### config.mk
export PLATFORM = sky130hd
export DESIGN_NAME = robotron_glue_top
export DESIGN_NICKNAME = d
export VERILOG_FILES = /design/src/source/robotron_pkg.sv /design/src/source/config_loader.sv /design/src/source/analog_quantizer.sv /design/src/source/control_mapper.sv /design/src/source/av_output.sv /design/src/source/robotron_glue_top.sv
export VERILOG_INCLUDE_DIRS = /design/src /design/src/source
export SDC_FILE = /design/constraint.sdc
export NUM_CORES = 1
export LEC_CHECK = 0
export BUFFER_PORTS_ARGS = -buffer_cell sky130_fd_sc_hd__buf_2
export CAP_MARGIN = 10
export CORE_MARGIN = 4
export CORE_UTILIZATION = 46
export CTS_CLUSTER_DIAMETER = 150
export CTS_CLUSTER_SIZE = 40
export DETAILED_ROUTE_END_ITERATION = 8
export PLACE_DENSITY = 0.78
export SYNTH_ARGS = -nofsm -noshare
export SYNTH_HDL_FRONTEND = slang
export SYNTH_HIERARCHICAL = 1
export SYNTH_SLANG_ARGS = --single-unit
export TNS_END_PERCENT = 1
### constraint.sdc
create_clock -name clk_sys -period 1.6 [get_ports clk_sys]
set_input_delay 0.48 -clock clk_sys [delete_from_list [all_inputs] [get_ports clk_sys]]
set_output_delay 0.48 -clock clk_sys [all_outputs]
set_load 0.05 [all_outputs]
### src/source/robotron_consts.svh
////////////////////////////////////////
// Robotron glue constants
// Game codes, download indexes, stick
// thresholds, blanking and aspect sizes
////////////////////////////////////////
`ifndef ROBOTRON_CONSTS_SVH
`define ROBOTRON_CONSTS_SVH

// Game selection codes
`define GAME_ROBOTRON 0
`define GAME_JOUST    1
`define GAME_SPLAT    2
`define GAME_BUBBLES  3
`define GAME_STARGATE 4
`define GAME_ALIENAR  5
`define GAME_SINISTAR 6
`define GAME_PLAYBALL 7

// Download stream indexes
`define DL_INDEX_GAME 1
`define DL_INDEX_DIP  254

// Analog stick thresholds, signed magnitude
`define AXIS_T1 32
`define AXIS_T2 64
`define AXIS_T3 96

// Blanking edges, pixel pairs and lines
`define HBLANK_ON  336
`define HBLANK_OFF 40
`define VBLANK_ON  254
`define VBLANK_OFF 14

// Display aspect sizes
`define ASPECT_LONG  1184
`define ASPECT_SHORT 939

`endif

### src/source/robotron_pkg.sv
////////////////////////////////////////
// Robotron glue types
// Vector types shared by the glue blocks
////////////////////////////////////////
package robotron_pkg;

	// Selected game number
	typedef logic [7:0] game_code_t;

	// Board input port or DIP byte
	typedef logic [7:0] port_byte_t;

	// Download address
	typedef logic [24:0] dl_addr_t;

	// Joystick word: 3:0 right/left/down/up, 9:4 fire a-f,
	// 15:10 start1, start2, coin, advance, autoup, pause
	typedef logic [15:0] joy_word_t;

	// Analog stick, signed X in the low byte, signed Y in the high byte
	typedef logic [15:0] axis_pair_t;

	// Quantized stick position, 7 is centre
	typedef logic [3:0] stick_pos_t;

	// Pixel and line counters
	typedef logic [10:0] pix_cnt_t;

	typedef logic [12:0] aspect_t;
	typedef logic [15:0] sample_t;

endpackage

### src/source/config_loader.sv
////////////////////////////////////////
// Configuration loader
// Captures the game code and DIP byte 0
// from download port writes
////////////////////////////////////////
`timescale 1ns/1ns
`include "robotron_consts.svh"

module config_loader
(
	input  logic                    clk_sys,
	input  logic                    rst_n,
	input  logic                    dl_wr,
	input  robotron_pkg::port_byte_t dl_index,
	input  robotron_pkg::dl_addr_t   dl_addr,
	input  robotron_pkg::port_byte_t dl_data,
	output robotron_pkg::game_code_t game,
	output robotron_pkg::port_byte_t dip0
);
	import robotron_pkg::*;

	logic game_wr;
	logic dip0_wr;

	// Only DIP byte 0 is kept, other DIP addresses fall through
	assign game_wr = dl_wr && (dl_index == port_byte_t'(`DL_INDEX_GAME));
	assign dip0_wr = dl_wr && (dl_index == port_byte_t'(`DL_INDEX_DIP)) &&
		(dl_addr == '0);

	always_ff @(posedge clk_sys or negedge rst_n)
	begin
		if (!rst_n)
		begin
			game <= '0;
			dip0 <= '0;
		end
		else
		begin
			if (game_wr)
				game <= game_code_t'(dl_data);
			if (dip0_wr)
				dip0 <= dl_data;
		end
	end

endmodule

### src/source/analog_quantizer.sv
////////////////////////////////////////
// Analog stick quantizer
// Follows the last active player and turns
// its stick into 4-bit board positions
////////////////////////////////////////
`timescale 1ns/1ns
`include "robotron_consts.svh"

module analog_quantizer
(
	input  logic                    clk_sys,
	input  logic                    rst_n,
	input  robotron_pkg::joy_word_t  joy1,
	input  robotron_pkg::joy_word_t  joy2,
	input  robotron_pkg::axis_pair_t joy1_analog,
	input  robotron_pkg::axis_pair_t joy2_analog,
	output robotron_pkg::stick_pos_t stick_x,
	output robotron_pkg::stick_pos_t stick_y
);
	import robotron_pkg::*;

	logic       use_p2;
	joy_word_t  joy_any;
	axis_pair_t joy_a;
	stick_pos_t ana_x;
	stick_pos_t ana_y;
	stick_pos_t dig_x;
	stick_pos_t dig_y;

	// Threshold ladder, swap mirrors the codes for the Y axis
	function automatic stick_pos_t quant_axis(input logic signed [7:0] v, input logic swap);
		stick_pos_t pos;
		if (v < -`AXIS_T3)
			pos = swap ? 4'd8 : 4'd0;
		else if (v < -`AXIS_T2)
			pos = swap ? 4'd9 : 4'd4;
		else if (v < -`AXIS_T1)
			pos = swap ? 4'd11 : 4'd6;
		else if (v > `AXIS_T3)
			pos = swap ? 4'd0 : 4'd8;
		else if (v > `AXIS_T2)
			pos = swap ? 4'd4 : 4'd9;
		else if (v > `AXIS_T1)
			pos = swap ? 4'd6 : 4'd11;
		else
			pos = 4'd7;
		return pos;
	endfunction

	assign joy_any = joy1 | joy2;
	assign joy_a   = use_p2 ? joy2_analog : joy1_analog;
	assign ana_x   = quant_axis(joy_a[7:0], 1'b0);
	assign ana_y   = quant_axis(joy_a[15:8], 1'b1);

	// Digital directions from either stick
	assign dig_x = joy_any[1] ? 4'd0 : (joy_any[0] ? 4'd8 : 4'd7);
	assign dig_y = joy_any[2] ? 4'd0 : (joy_any[3] ? 4'd8 : 4'd7);

	always_ff @(posedge clk_sys or negedge rst_n)
	begin
		if (!rst_n)
		begin
			use_p2  <= 1'b0;
			stick_x <= 4'd7;
			stick_y <= 4'd7;
		end
		else
		begin
			// Player 1 has priority when both move
			if (joy1 != '0)
				use_p2 <= 1'b0;
			else if (joy2 != '0)
				use_p2 <= 1'b1;
			stick_x <= (ana_x == 4'd7) ? dig_x : ana_x;
			stick_y <= (ana_y == 4'd7) ? dig_y : ana_y;
		end
	end

endmodule

### src/source/control_mapper.sv
////////////////////////////////////////
// Control mapper
// Per-game mapping of sticks and buttons
// onto the board's active-low input ports
////////////////////////////////////////
`timescale 1ns/1ns
`include "robotron_consts.svh"

module control_mapper
(
	input  logic                    clk_sys,
	input  logic                    rst_n,
	input  robotron_pkg::game_code_t game,
	input  robotron_pkg::port_byte_t dip0,
	input  robotron_pkg::joy_word_t  joy1,
	input  robotron_pkg::joy_word_t  joy2,
	input  robotron_pkg::stick_pos_t stick_x,
	input  robotron_pkg::stick_pos_t stick_y,
	input  logic [1:0]              ctrl_mode,
	input  logic                    sg_state,
	output robotron_pkg::port_byte_t ja,
	output robotron_pkg::port_byte_t jb,
	output robotron_pkg::port_byte_t sw,
	output logic [2:0]              btn,
	output logic                    sin_fire,
	output logic                    sin_bomb,
	output logic                    blitter_sc2,
	output logic                    sinistar,
	output logic                    landscape
);
	import robotron_pkg::*;

	joy_word_t  both;
	port_byte_t ja_act;
	port_byte_t jb_act;
	logic [2:0] btn_nxt;
	logic       sc2_nxt;
	logic       sini_nxt;
	logic       land_nxt;
	logic       thrust;
	logic       reverse;

	// Right, left, down, up
	function automatic logic [3:0] dir_nib(input joy_word_t j);
		return {j[0], j[1], j[2], j[3]};
	endfunction

	// Fire a, d, b, c
	function automatic logic [3:0] fire_nib(input joy_word_t j);
		return {j[4], j[7], j[5], j[6]};
	endfunction

	assign both = joy1 | joy2;

	// Stargate thrust and reverse depend on the control mode
	assign thrust = (ctrl_mode == 2'b10) ? both[8] :
		(ctrl_mode[0] ? (sg_state ? both[0] : both[1]) : (both[1] | both[0]));
	assign reverse = ctrl_mode[0] ? (sg_state ? both[1] : both[0]) : both[5];

	////////////////////////////////////////
	// Active-high port values per game
	always_comb
	begin
		ja_act   = '0;
		jb_act   = '0;
		btn_nxt  = '0;
		sc2_nxt  = 1'b0;
		sini_nxt = 1'b0;
		land_nxt = 1'b1;
		case (game)
			`GAME_ROBOTRON:
			begin
				btn_nxt = {both[10], both[11], both[12]};
				ja_act  = {ctrl_mode[1] ? dir_nib(joy2) :
					(ctrl_mode[0] ? dir_nib(both) : fire_nib(both)),
					ctrl_mode[1] ? dir_nib(joy1) : dir_nib(both)};
				jb_act  = ja_act;
			end
			`GAME_JOUST:
			begin
				btn_nxt = {both[11], both[10], both[12]};
				ja_act  = {5'b00000, joy1[4], joy1[0], joy1[1]};
				jb_act  = {5'b00000, joy2[4], joy2[0], joy2[1]};
			end
			`GAME_SPLAT:
			begin
				sc2_nxt = 1'b1;
				btn_nxt = {both[10], both[11], both[12]};
				ja_act  = {ctrl_mode[0] ? dir_nib(joy1) : fire_nib(joy1), dir_nib(joy1)};
				jb_act  = {ctrl_mode[0] ? dir_nib(joy2) : fire_nib(joy2), dir_nib(joy2)};
			end
			`GAME_BUBBLES:
			begin
				btn_nxt = {both[11], both[10], both[12]};
				ja_act  = {4'b0000, dir_nib(both)};
				jb_act  = ja_act;
			end
			`GAME_STARGATE:
			begin
				btn_nxt = {both[11], both[10], both[12]};
				ja_act  = {both[9], both[3], both[2], thrust, both[7], both[6], reverse, both[4]};
				jb_act  = ja_act;
			end
			`GAME_ALIENAR:
			begin
				btn_nxt = {both[10], both[11], both[12]};
				ja_act  = {2'b00, joy1[5], joy1[4], dir_nib(joy1)};
				jb_act  = {2'b00, joy2[5], joy2[4], dir_nib(joy2)};
			end
			`GAME_SINISTAR:
			begin
				sini_nxt = 1'b1;
				land_nxt = 1'b0;
				btn_nxt  = {both[10], both[11], both[12]};
				ja_act   = {stick_x, stick_y};
				jb_act   = ja_act;
			end
			`GAME_PLAYBALL:
			begin
				land_nxt = 1'b0;
				btn_nxt  = {2'b00, both[12]};
				ja_act   = {4'b0000, both[11], both[0], both[1], both[10]};
				jb_act   = ja_act;
			end
			default:
			begin
				ja_act = '0;
			end
		endcase
	end

	always_ff @(posedge clk_sys or negedge rst_n)
	begin
		if (!rst_n)
		begin
			ja          <= '1;
			jb          <= '1;
			btn         <= '0;
			sw          <= '0;
			sin_fire    <= 1'b1;
			sin_bomb    <= 1'b1;
			blitter_sc2 <= 1'b0;
			sinistar    <= 1'b0;
			landscape   <= 1'b1;
		end
		else
		begin
			ja          <= ~ja_act;
			jb          <= ~jb_act;
			btn         <= btn_nxt;
			// Advance on bit 1, auto up on bit 0
			sw          <= dip0 | {6'b000000, both[13], both[14]};
			sin_fire    <= ~both[4];
			sin_bomb    <= ~both[5];
			blitter_sc2 <= sc2_nxt;
			sinistar    <= sini_nxt;
			landscape   <= land_nxt;
		end
	end

endmodule

### src/source/av_output.sv
////////////////////////////////////////
// Video timing and audio output
// Blanking from sync edges, pixel enable,
// sound mix and aspect ratio select
////////////////////////////////////////
`timescale 1ns/1ns
`include "robotron_consts.svh"

module av_output
(
	input  logic                    clk_sys,
	input  logic                    rst_n,
	input  logic                    hs,
	input  logic                    vs,
	input  logic                    landscape,
	input  logic                    orient_horz,
	input  logic [1:0]              aspect_sel,
	input  robotron_pkg::port_byte_t audio,
	input  robotron_pkg::sample_t    speech,
	output logic                    hblank,
	output logic                    vblank,
	output logic                    ce_pix,
	output robotron_pkg::aspect_t    video_arx,
	output robotron_pkg::aspect_t    video_ary,
	output robotron_pkg::sample_t    audio_l
);
	import robotron_pkg::*;

	pix_cnt_t    pcnt;
	pix_cnt_t    lcnt;
	logic        hs_d;
	logic        vs_d;
	logic        hs_rise;
	logic [16:0] audsum;

	assign hs_rise = hs & ~hs_d;
	assign ce_pix  = pcnt[0];
	// Sound board byte sits above the speech sample
	assign audsum  = {1'b0, audio, 8'd0} + {1'b0, speech};

	always_ff @(posedge clk_sys or negedge rst_n)
	begin
		if (!rst_n)
		begin
			pcnt    <= '0;
			lcnt    <= '0;
			hs_d    <= 1'b0;
			vs_d    <= 1'b0;
			hblank  <= 1'b1;
			vblank  <= 1'b1;
			audio_l <= '0;
		end
		else
		begin
			hs_d <= hs;
			if (hs_rise)
			begin
				pcnt <= '0;
				// vs is only looked at on line starts
				vs_d <= vs;
				if (vs & ~vs_d)
					lcnt <= '0;
				else if (~&lcnt)
					lcnt <= lcnt + 1'b1;
			end
			else if (~&pcnt)
				pcnt <= pcnt + 1'b1;

			if (pcnt[10:1] == 10'(`HBLANK_ON))
				hblank <= 1'b1;
			else if (pcnt[10:1] == 10'(`HBLANK_OFF))
				hblank <= 1'b0;
			if (lcnt == pix_cnt_t'(`VBLANK_ON))
				vblank <= 1'b1;
			else if (lcnt == pix_cnt_t'(`VBLANK_OFF))
				vblank <= 1'b0;

			audio_l <= sample_t'(audsum >> 3);
		end
	end

	////////////////////////////////////////
	// Aspect ratio, original or custom slot
	always_ff @(posedge clk_sys)
	begin
		if (aspect_sel == 2'd0)
		begin
			video_arx <= (landscape | orient_horz) ? aspect_t'(`ASPECT_LONG) : aspect_t'(`ASPECT_SHORT);
			video_ary <= (landscape | orient_horz) ? aspect_t'(`ASPECT_SHORT) : aspect_t'(`ASPECT_LONG);
		end
		else
		begin
			video_arx <= aspect_t'(aspect_sel) - aspect_t'(1);
			video_ary <= '0;
		end
	end

endmodule

### src/source/robotron_glue_top.sv
////////////////////////////////////////
// Robotron glue top level
// Config, controls, analog, video timing
// and audio around the board core
////////////////////////////////////////
`timescale 1ns/1ns

module robotron_glue_top
(
	input  logic                    clk_sys,
	input  logic                    rst_n,
	// Download port
	input  logic                    dl_wr,
	input  robotron_pkg::port_byte_t dl_index,
	input  robotron_pkg::dl_addr_t   dl_addr,
	input  robotron_pkg::port_byte_t dl_data,
	// Player controls
	input  robotron_pkg::joy_word_t  joy1,
	input  robotron_pkg::joy_word_t  joy2,
	input  robotron_pkg::axis_pair_t joy1_analog,
	input  robotron_pkg::axis_pair_t joy2_analog,
	input  logic [1:0]              ctrl_mode,
	input  logic                    sg_state,
	// Board video and sound
	input  logic                    hs,
	input  logic                    vs,
	input  logic                    orient_horz,
	input  logic [1:0]              aspect_sel,
	input  robotron_pkg::port_byte_t audio,
	input  robotron_pkg::sample_t    speech,
	// Board input ports and mode flags
	output robotron_pkg::port_byte_t ja,
	output robotron_pkg::port_byte_t jb,
	output robotron_pkg::port_byte_t sw,
	output logic [2:0]              btn,
	output logic                    sin_fire,
	output logic                    sin_bomb,
	output logic                    blitter_sc2,
	output logic                    sinistar,
	output logic                    landscape,
	// Video and audio out
	output logic                    hblank,
	output logic                    vblank,
	output logic                    ce_pix,
	output robotron_pkg::aspect_t    video_arx,
	output robotron_pkg::aspect_t    video_ary,
	output robotron_pkg::sample_t    audio_l
);
	import robotron_pkg::*;

	game_code_t game;
	port_byte_t dip0;
	stick_pos_t stick_x;
	stick_pos_t stick_y;

	config_loader u_config
	(
		.clk_sys  (clk_sys),
		.rst_n    (rst_n),
		.dl_wr    (dl_wr),
		.dl_index (dl_index),
		.dl_addr  (dl_addr),
		.dl_data  (dl_data),
		.game     (game),
		.dip0     (dip0)
	);

	analog_quantizer u_analog
	(
		.clk_sys     (clk_sys),
		.rst_n       (rst_n),
		.joy1        (joy1),
		.joy2        (joy2),
		.joy1_analog (joy1_analog),
		.joy2_analog (joy2_analog),
		.stick_x     (stick_x),
		.stick_y     (stick_y)
	);

	control_mapper u_controls
	(
		.clk_sys     (clk_sys),
		.rst_n       (rst_n),
		.game        (game),
		.dip0        (dip0),
		.joy1        (joy1),
		.joy2        (joy2),
		.stick_x     (stick_x),
		.stick_y     (stick_y),
		.ctrl_mode   (ctrl_mode),
		.sg_state    (sg_state),
		.ja          (ja),
		.jb          (jb),
		.sw          (sw),
		.btn         (btn),
		.sin_fire    (sin_fire),
		.sin_bomb    (sin_bomb),
		.blitter_sc2 (blitter_sc2),
		.sinistar    (sinistar),
		.landscape   (landscape)
	);

	// Landscape from the mapper also picks the aspect ratio
	av_output u_av
	(
		.clk_sys     (clk_sys),
		.rst_n       (rst_n),
		.hs          (hs),
		.vs          (vs),
		.landscape   (landscape),
		.orient_horz (orient_horz),
		.aspect_sel  (aspect_sel),
		.audio       (audio),
		.speech      (speech),
		.hblank      (hblank),
		.vblank      (vblank),
		.ce_pix      (ce_pix),
		.video_arx   (video_arx),
		.video_ary   (video_ary),
		.audio_l     (audio_l)
	);

endmodule

==> flow_summary.toml <==
[layout]
fillCellCount = 1103
instances_no_fill = 1027
drive_gt1_frac = 0.473
fin_nets = 1002
antenna_cells_inserted = 0
post-route-cell-area_um2 = 8130
final_core_utilization = 0.639
area.growth.synth_to_final_pct = 35.0

[synth]
post-synth-top-count-cell = "sky130_fd_sc_hd__dfrtp_1"
most_frequent_cells_after_synthesis = "70 x sky130_fd_sc_hd__dfrtp_1, 61 x sky130_fd_sc_hd__nor2_1, 39 x sky130_fd_sc_hd__nand2_1"
post_synth_xor_area_fraction = 0.0116
ys.flop_type = "sky130_fd_sc_hd__dfrtp_1"
synth.top_cell.area_share = 0.291
synth_fa_ha_area_frac = 0.0262
synth_enable_flop_cells = 0
synth-warning-count = 6
syn_area_um2 = 6020
synth-compound-area-share = 0.185
post_synth_and_or_nand_nor_area_fraction = 0.203
synth_top_cells_by_area = "sky130_fd_sc_hd__dfrtp_1 29%, sky130_fd_sc_hd__dfstp_2 12%, sky130_fd_sc_hd__mux2_2 4.3%"
synth_sequential_area_ratio = 0.439
postSynthAreaPerCell_um2 = 10.1
post_synth_num_cell_types = 88
synth_mux_area_frac = 0.0694
largest_family_of_logic_cells_by_synthesized_area = "simple AND/OR/NAND/NOR gates"
synth_largest_area_cell = "sky130_fd_sc_hd__dfrtp_1"
ys_async_sr_fraction = 0.915
synth_instances = 597
ys_ff_latch = 106

[detailed_routing]
postRouteWirelength_um = 16400
drt_pass1_iterations = 5
drc = 0
route.detailed.wl_per_inst_um = 15.9
vias_post_dr = 5623
drt_iter0_markers = 393
viasPerCell = 5.48
number_of_routed_nets_with_antenna_violations = 0

[place]
place_congestion = 0.954
place.detailed.instances = 1009
port_buffers = 206
dp_slack_ns = -0.442
placed_cell_area_um2 = 7630
dp_wirelength_um = 12600

[sta]
fin_hold_ws_ns = 0.234
grt_setup_unrepaired = "yes"
post-route-worst-setup-slack_ns = 0.00989
report.final.slew_viol_count = 0
achievable-frequency_ghz = 0.629
timing.final.crit_share = 0.994
finalCriticalPeriod_ns = 1.59
fin_skew_ns = 0.00444
timing.final.setup_violations = 0
fin_setup_tns_ns = 0
hold_violations = 0

[clocking]
tritoncts_clock_tree = "done"
htree_num_levels = 3
cts_buffers = 9
clock_insertion_delay_worst_skew_ns = 0.35
tritoncts_num_sinks = 106
clk_root_buffer_cell = "sky130_fd_sc_hd__clkbuf_16"
clkSlewWorstSetupHoldPaths_ns = 0.07
clockBufferDepth = 2

[global_routing]
grt_max_degree = 54
global_route_wire_length_before_repair_um = 25600
first_global_vias = 5354
overflow_left_after_global_routing = 0
gr-usage-all-layers = 0.217
antenna_violations_before_repair = 0

[floorplanning]
initial_utilization = 0.473
die-width_um = 122
floorplan.die_area_um2 = 15000
rows = 41
top_level_ports = 217
floorplan.core_area_um2 = 12700
height_of_the_chip_um = 122

[setup_path]
cp_slowest_stage_delay_ns = 0.36
critPathLaunchType = "primary input"
rr_endpoint = "u_analog/stick_y[1]$_DFF_PN1_"
worst_r2r_path_depth = 5
path_buf_inv = 1
worst-endpoint-arrival_ns = 1.82
ordered_cell_list_for_the_critical_path = "buf_2 > ha_4 > fa_2 > a21o_1 > a21oi_2 > o21ai_1 > o41a_1"
worst-path-max-fanout = 3
criticalPathCategory = "primary input to flop"
worst_path_dominant_cell_family = "compound AO/OA/AOI/OAI gates"
crit_end = "u_av/audio_l[13]$_DFF_PN0_"
startpoint = "audio[0]"
critical_path.reg2reg.startpoint = "u_analog/use_p2$_DFFE_PN0P_"
critical_path_depth = 7
critical_path.endpoint_type = "flop"
crit_path_top_delay_cell = "sky130_fd_sc_hd__fa_2"
crit_required_ns = 1.83
reg2reg_setup_slack_ns = 0.04

[power]
cellPowerDensity_nw_per_um2 = 964
worst_voltage_drop_across_the_vdd_grid_uv = 568
power_leakage_nw = 3.81
power_mw = 7.84

[worst_hold_path]
worstHoldPathCells = 1
hp-class = "primary input to flop"

[outcome]
run_status = "completed"

[flow_run]
max-cap-violations = 0
## logic make-up after synthesis
logic type      count (synthesis)
xor+xnor                        8
simple gates                  222
fa+ha+maj                      12
flops                         106
other cells                     1
mux                            37
compound gates                152
buf+inv                        59
## flip-flops by register name (all words and copies together) (netlist names), 3 cells and up
register / flops
u_av/video_ary: 3
u_av/lcnt: 11
u_controls/ja: 8
u_analog/stick_x: 4
u_controls/btn: 3
u_av/pcnt: 11
u_av/video_arx: 6
u_config/dip0: 8
u_av/audio_l: 14
u_controls/jb: 8
u_analog/stick_y: 4
u_controls/sw: 8
u_config/game: 8
## worst min-delay path by stage
stage | slack [ns] | to | start
after floorplan | 0.18 | u_analog/stick_x[3]$_DFF_PN0_ | rst_n
after global placement | 0.36 | u_controls/sw[6]$_DFF_PN0_ | u_config/dip0[6]$_DFFE_PN0P_
after detailed placement | 0.36 | u_controls/sw[2]$_DFF_PN0_ | u_config/dip0[2]$_DFFE_PN0P_
after CTS | 0.21 | u_av/audio_l[3]$_DFF_PN0_ | speech[6]
after global routing | 0.22 | u_av/audio_l[3]$_DFF_PN0_ | speech[6]
final | 0.23 | u_av/audio_l[3]$_DFF_PN0_ | speech[6]
## final cells by class
type | count | area (µm²) | area share
well taps | 172 | 215 | 0.0265
inverters | 7 | 26.3 | 0.00323
repair buffers | 287 | 1790 | 0.220
clock inverters | 4 | 46.3 | 0.00569
multi-input cells | 439 | 3140 | 0.386
clock buffers | 12 | 268 | 0.0329
flip-flops and latches | 106 | 2650 | 0.325
## what timing repair did
action,CTS,global route
resized for setup,27,20
buffers inserted,0,1
pin swaps,0,5
hold buffers,1,0
hold endpoints to repair,10,0
setup endpoints to repair,32,36
## placed cells by master (no fill, tap or decap), types with 8 or more instances in the layout
| cell | count |
|---|---|
| sky130_fd_sc_hd__buf_2 | 184 |
| sky130_fd_sc_hd__buf_4 | 93 |
| sky130_fd_sc_hd__dfrtp_1 | 67 |
| sky130_fd_sc_hd__nor2_1 | 61 |
| sky130_fd_sc_hd__nand2_1 | 38 |
| sky130_fd_sc_hd__o21ai_0 | 31 |
| sky130_fd_sc_hd__a21oi_1 | 27 |
| sky130_fd_sc_hd__dfstp_2 | 27 |
| sky130_fd_sc_hd__mux2_2 | 23 |
| sky130_fd_sc_hd__nand3_1 | 19 |
| sky130_fd_sc_hd__nor4_1 | 16 |
| sky130_fd_sc_hd__nor3_1 | 14 |
| sky130_fd_sc_hd__clkbuf_16 | 10 |
| sky130_fd_sc_hd__mux2i_1 | 10 |
| sky130_fd_sc_hd__nand2b_1 | 9 |
| sky130_fd_sc_hd__ha_1 | 9 |
| sky130_fd_sc_hd__dfxtp_1 | 9 |
| sky130_fd_sc_hd__o31ai_1 | 8 |
| sky130_fd_sc_hd__conb_1 | 8 |
## worst reg2reg max path, cell delays in order (launching register included)
cell                      delay (ns)
sky130_fd_sc_hd__dfrtp_1        0.40
sky130_fd_sc_hd__buf_12         0.16
sky130_fd_sc_hd__nor4b_2        0.17
sky130_fd_sc_hd__a22o_1         0.29
sky130_fd_sc_hd__o32a_2         0.41
sky130_fd_sc_hd__o21ai_2        0.07
## power breakdown
group,total [mW],switching [mW],internal (mW)
combinational,2.39,1.52,0.871
sequential,3.15,0.137,3.01
clock,2.30,0.957,1.35
total,7.84,2.61,5.23
## layer usage
metal	vias to the layer above	global-route usage	wire length, µm
met2	235	0.369	8100
met5	-	0	0
li1	2714	-	-
met1	2646	0.275	6770
met4	0	0.0735	313
met3	28	0.0452	1190
Note: power is estimated with default switching activity, not from simulation.
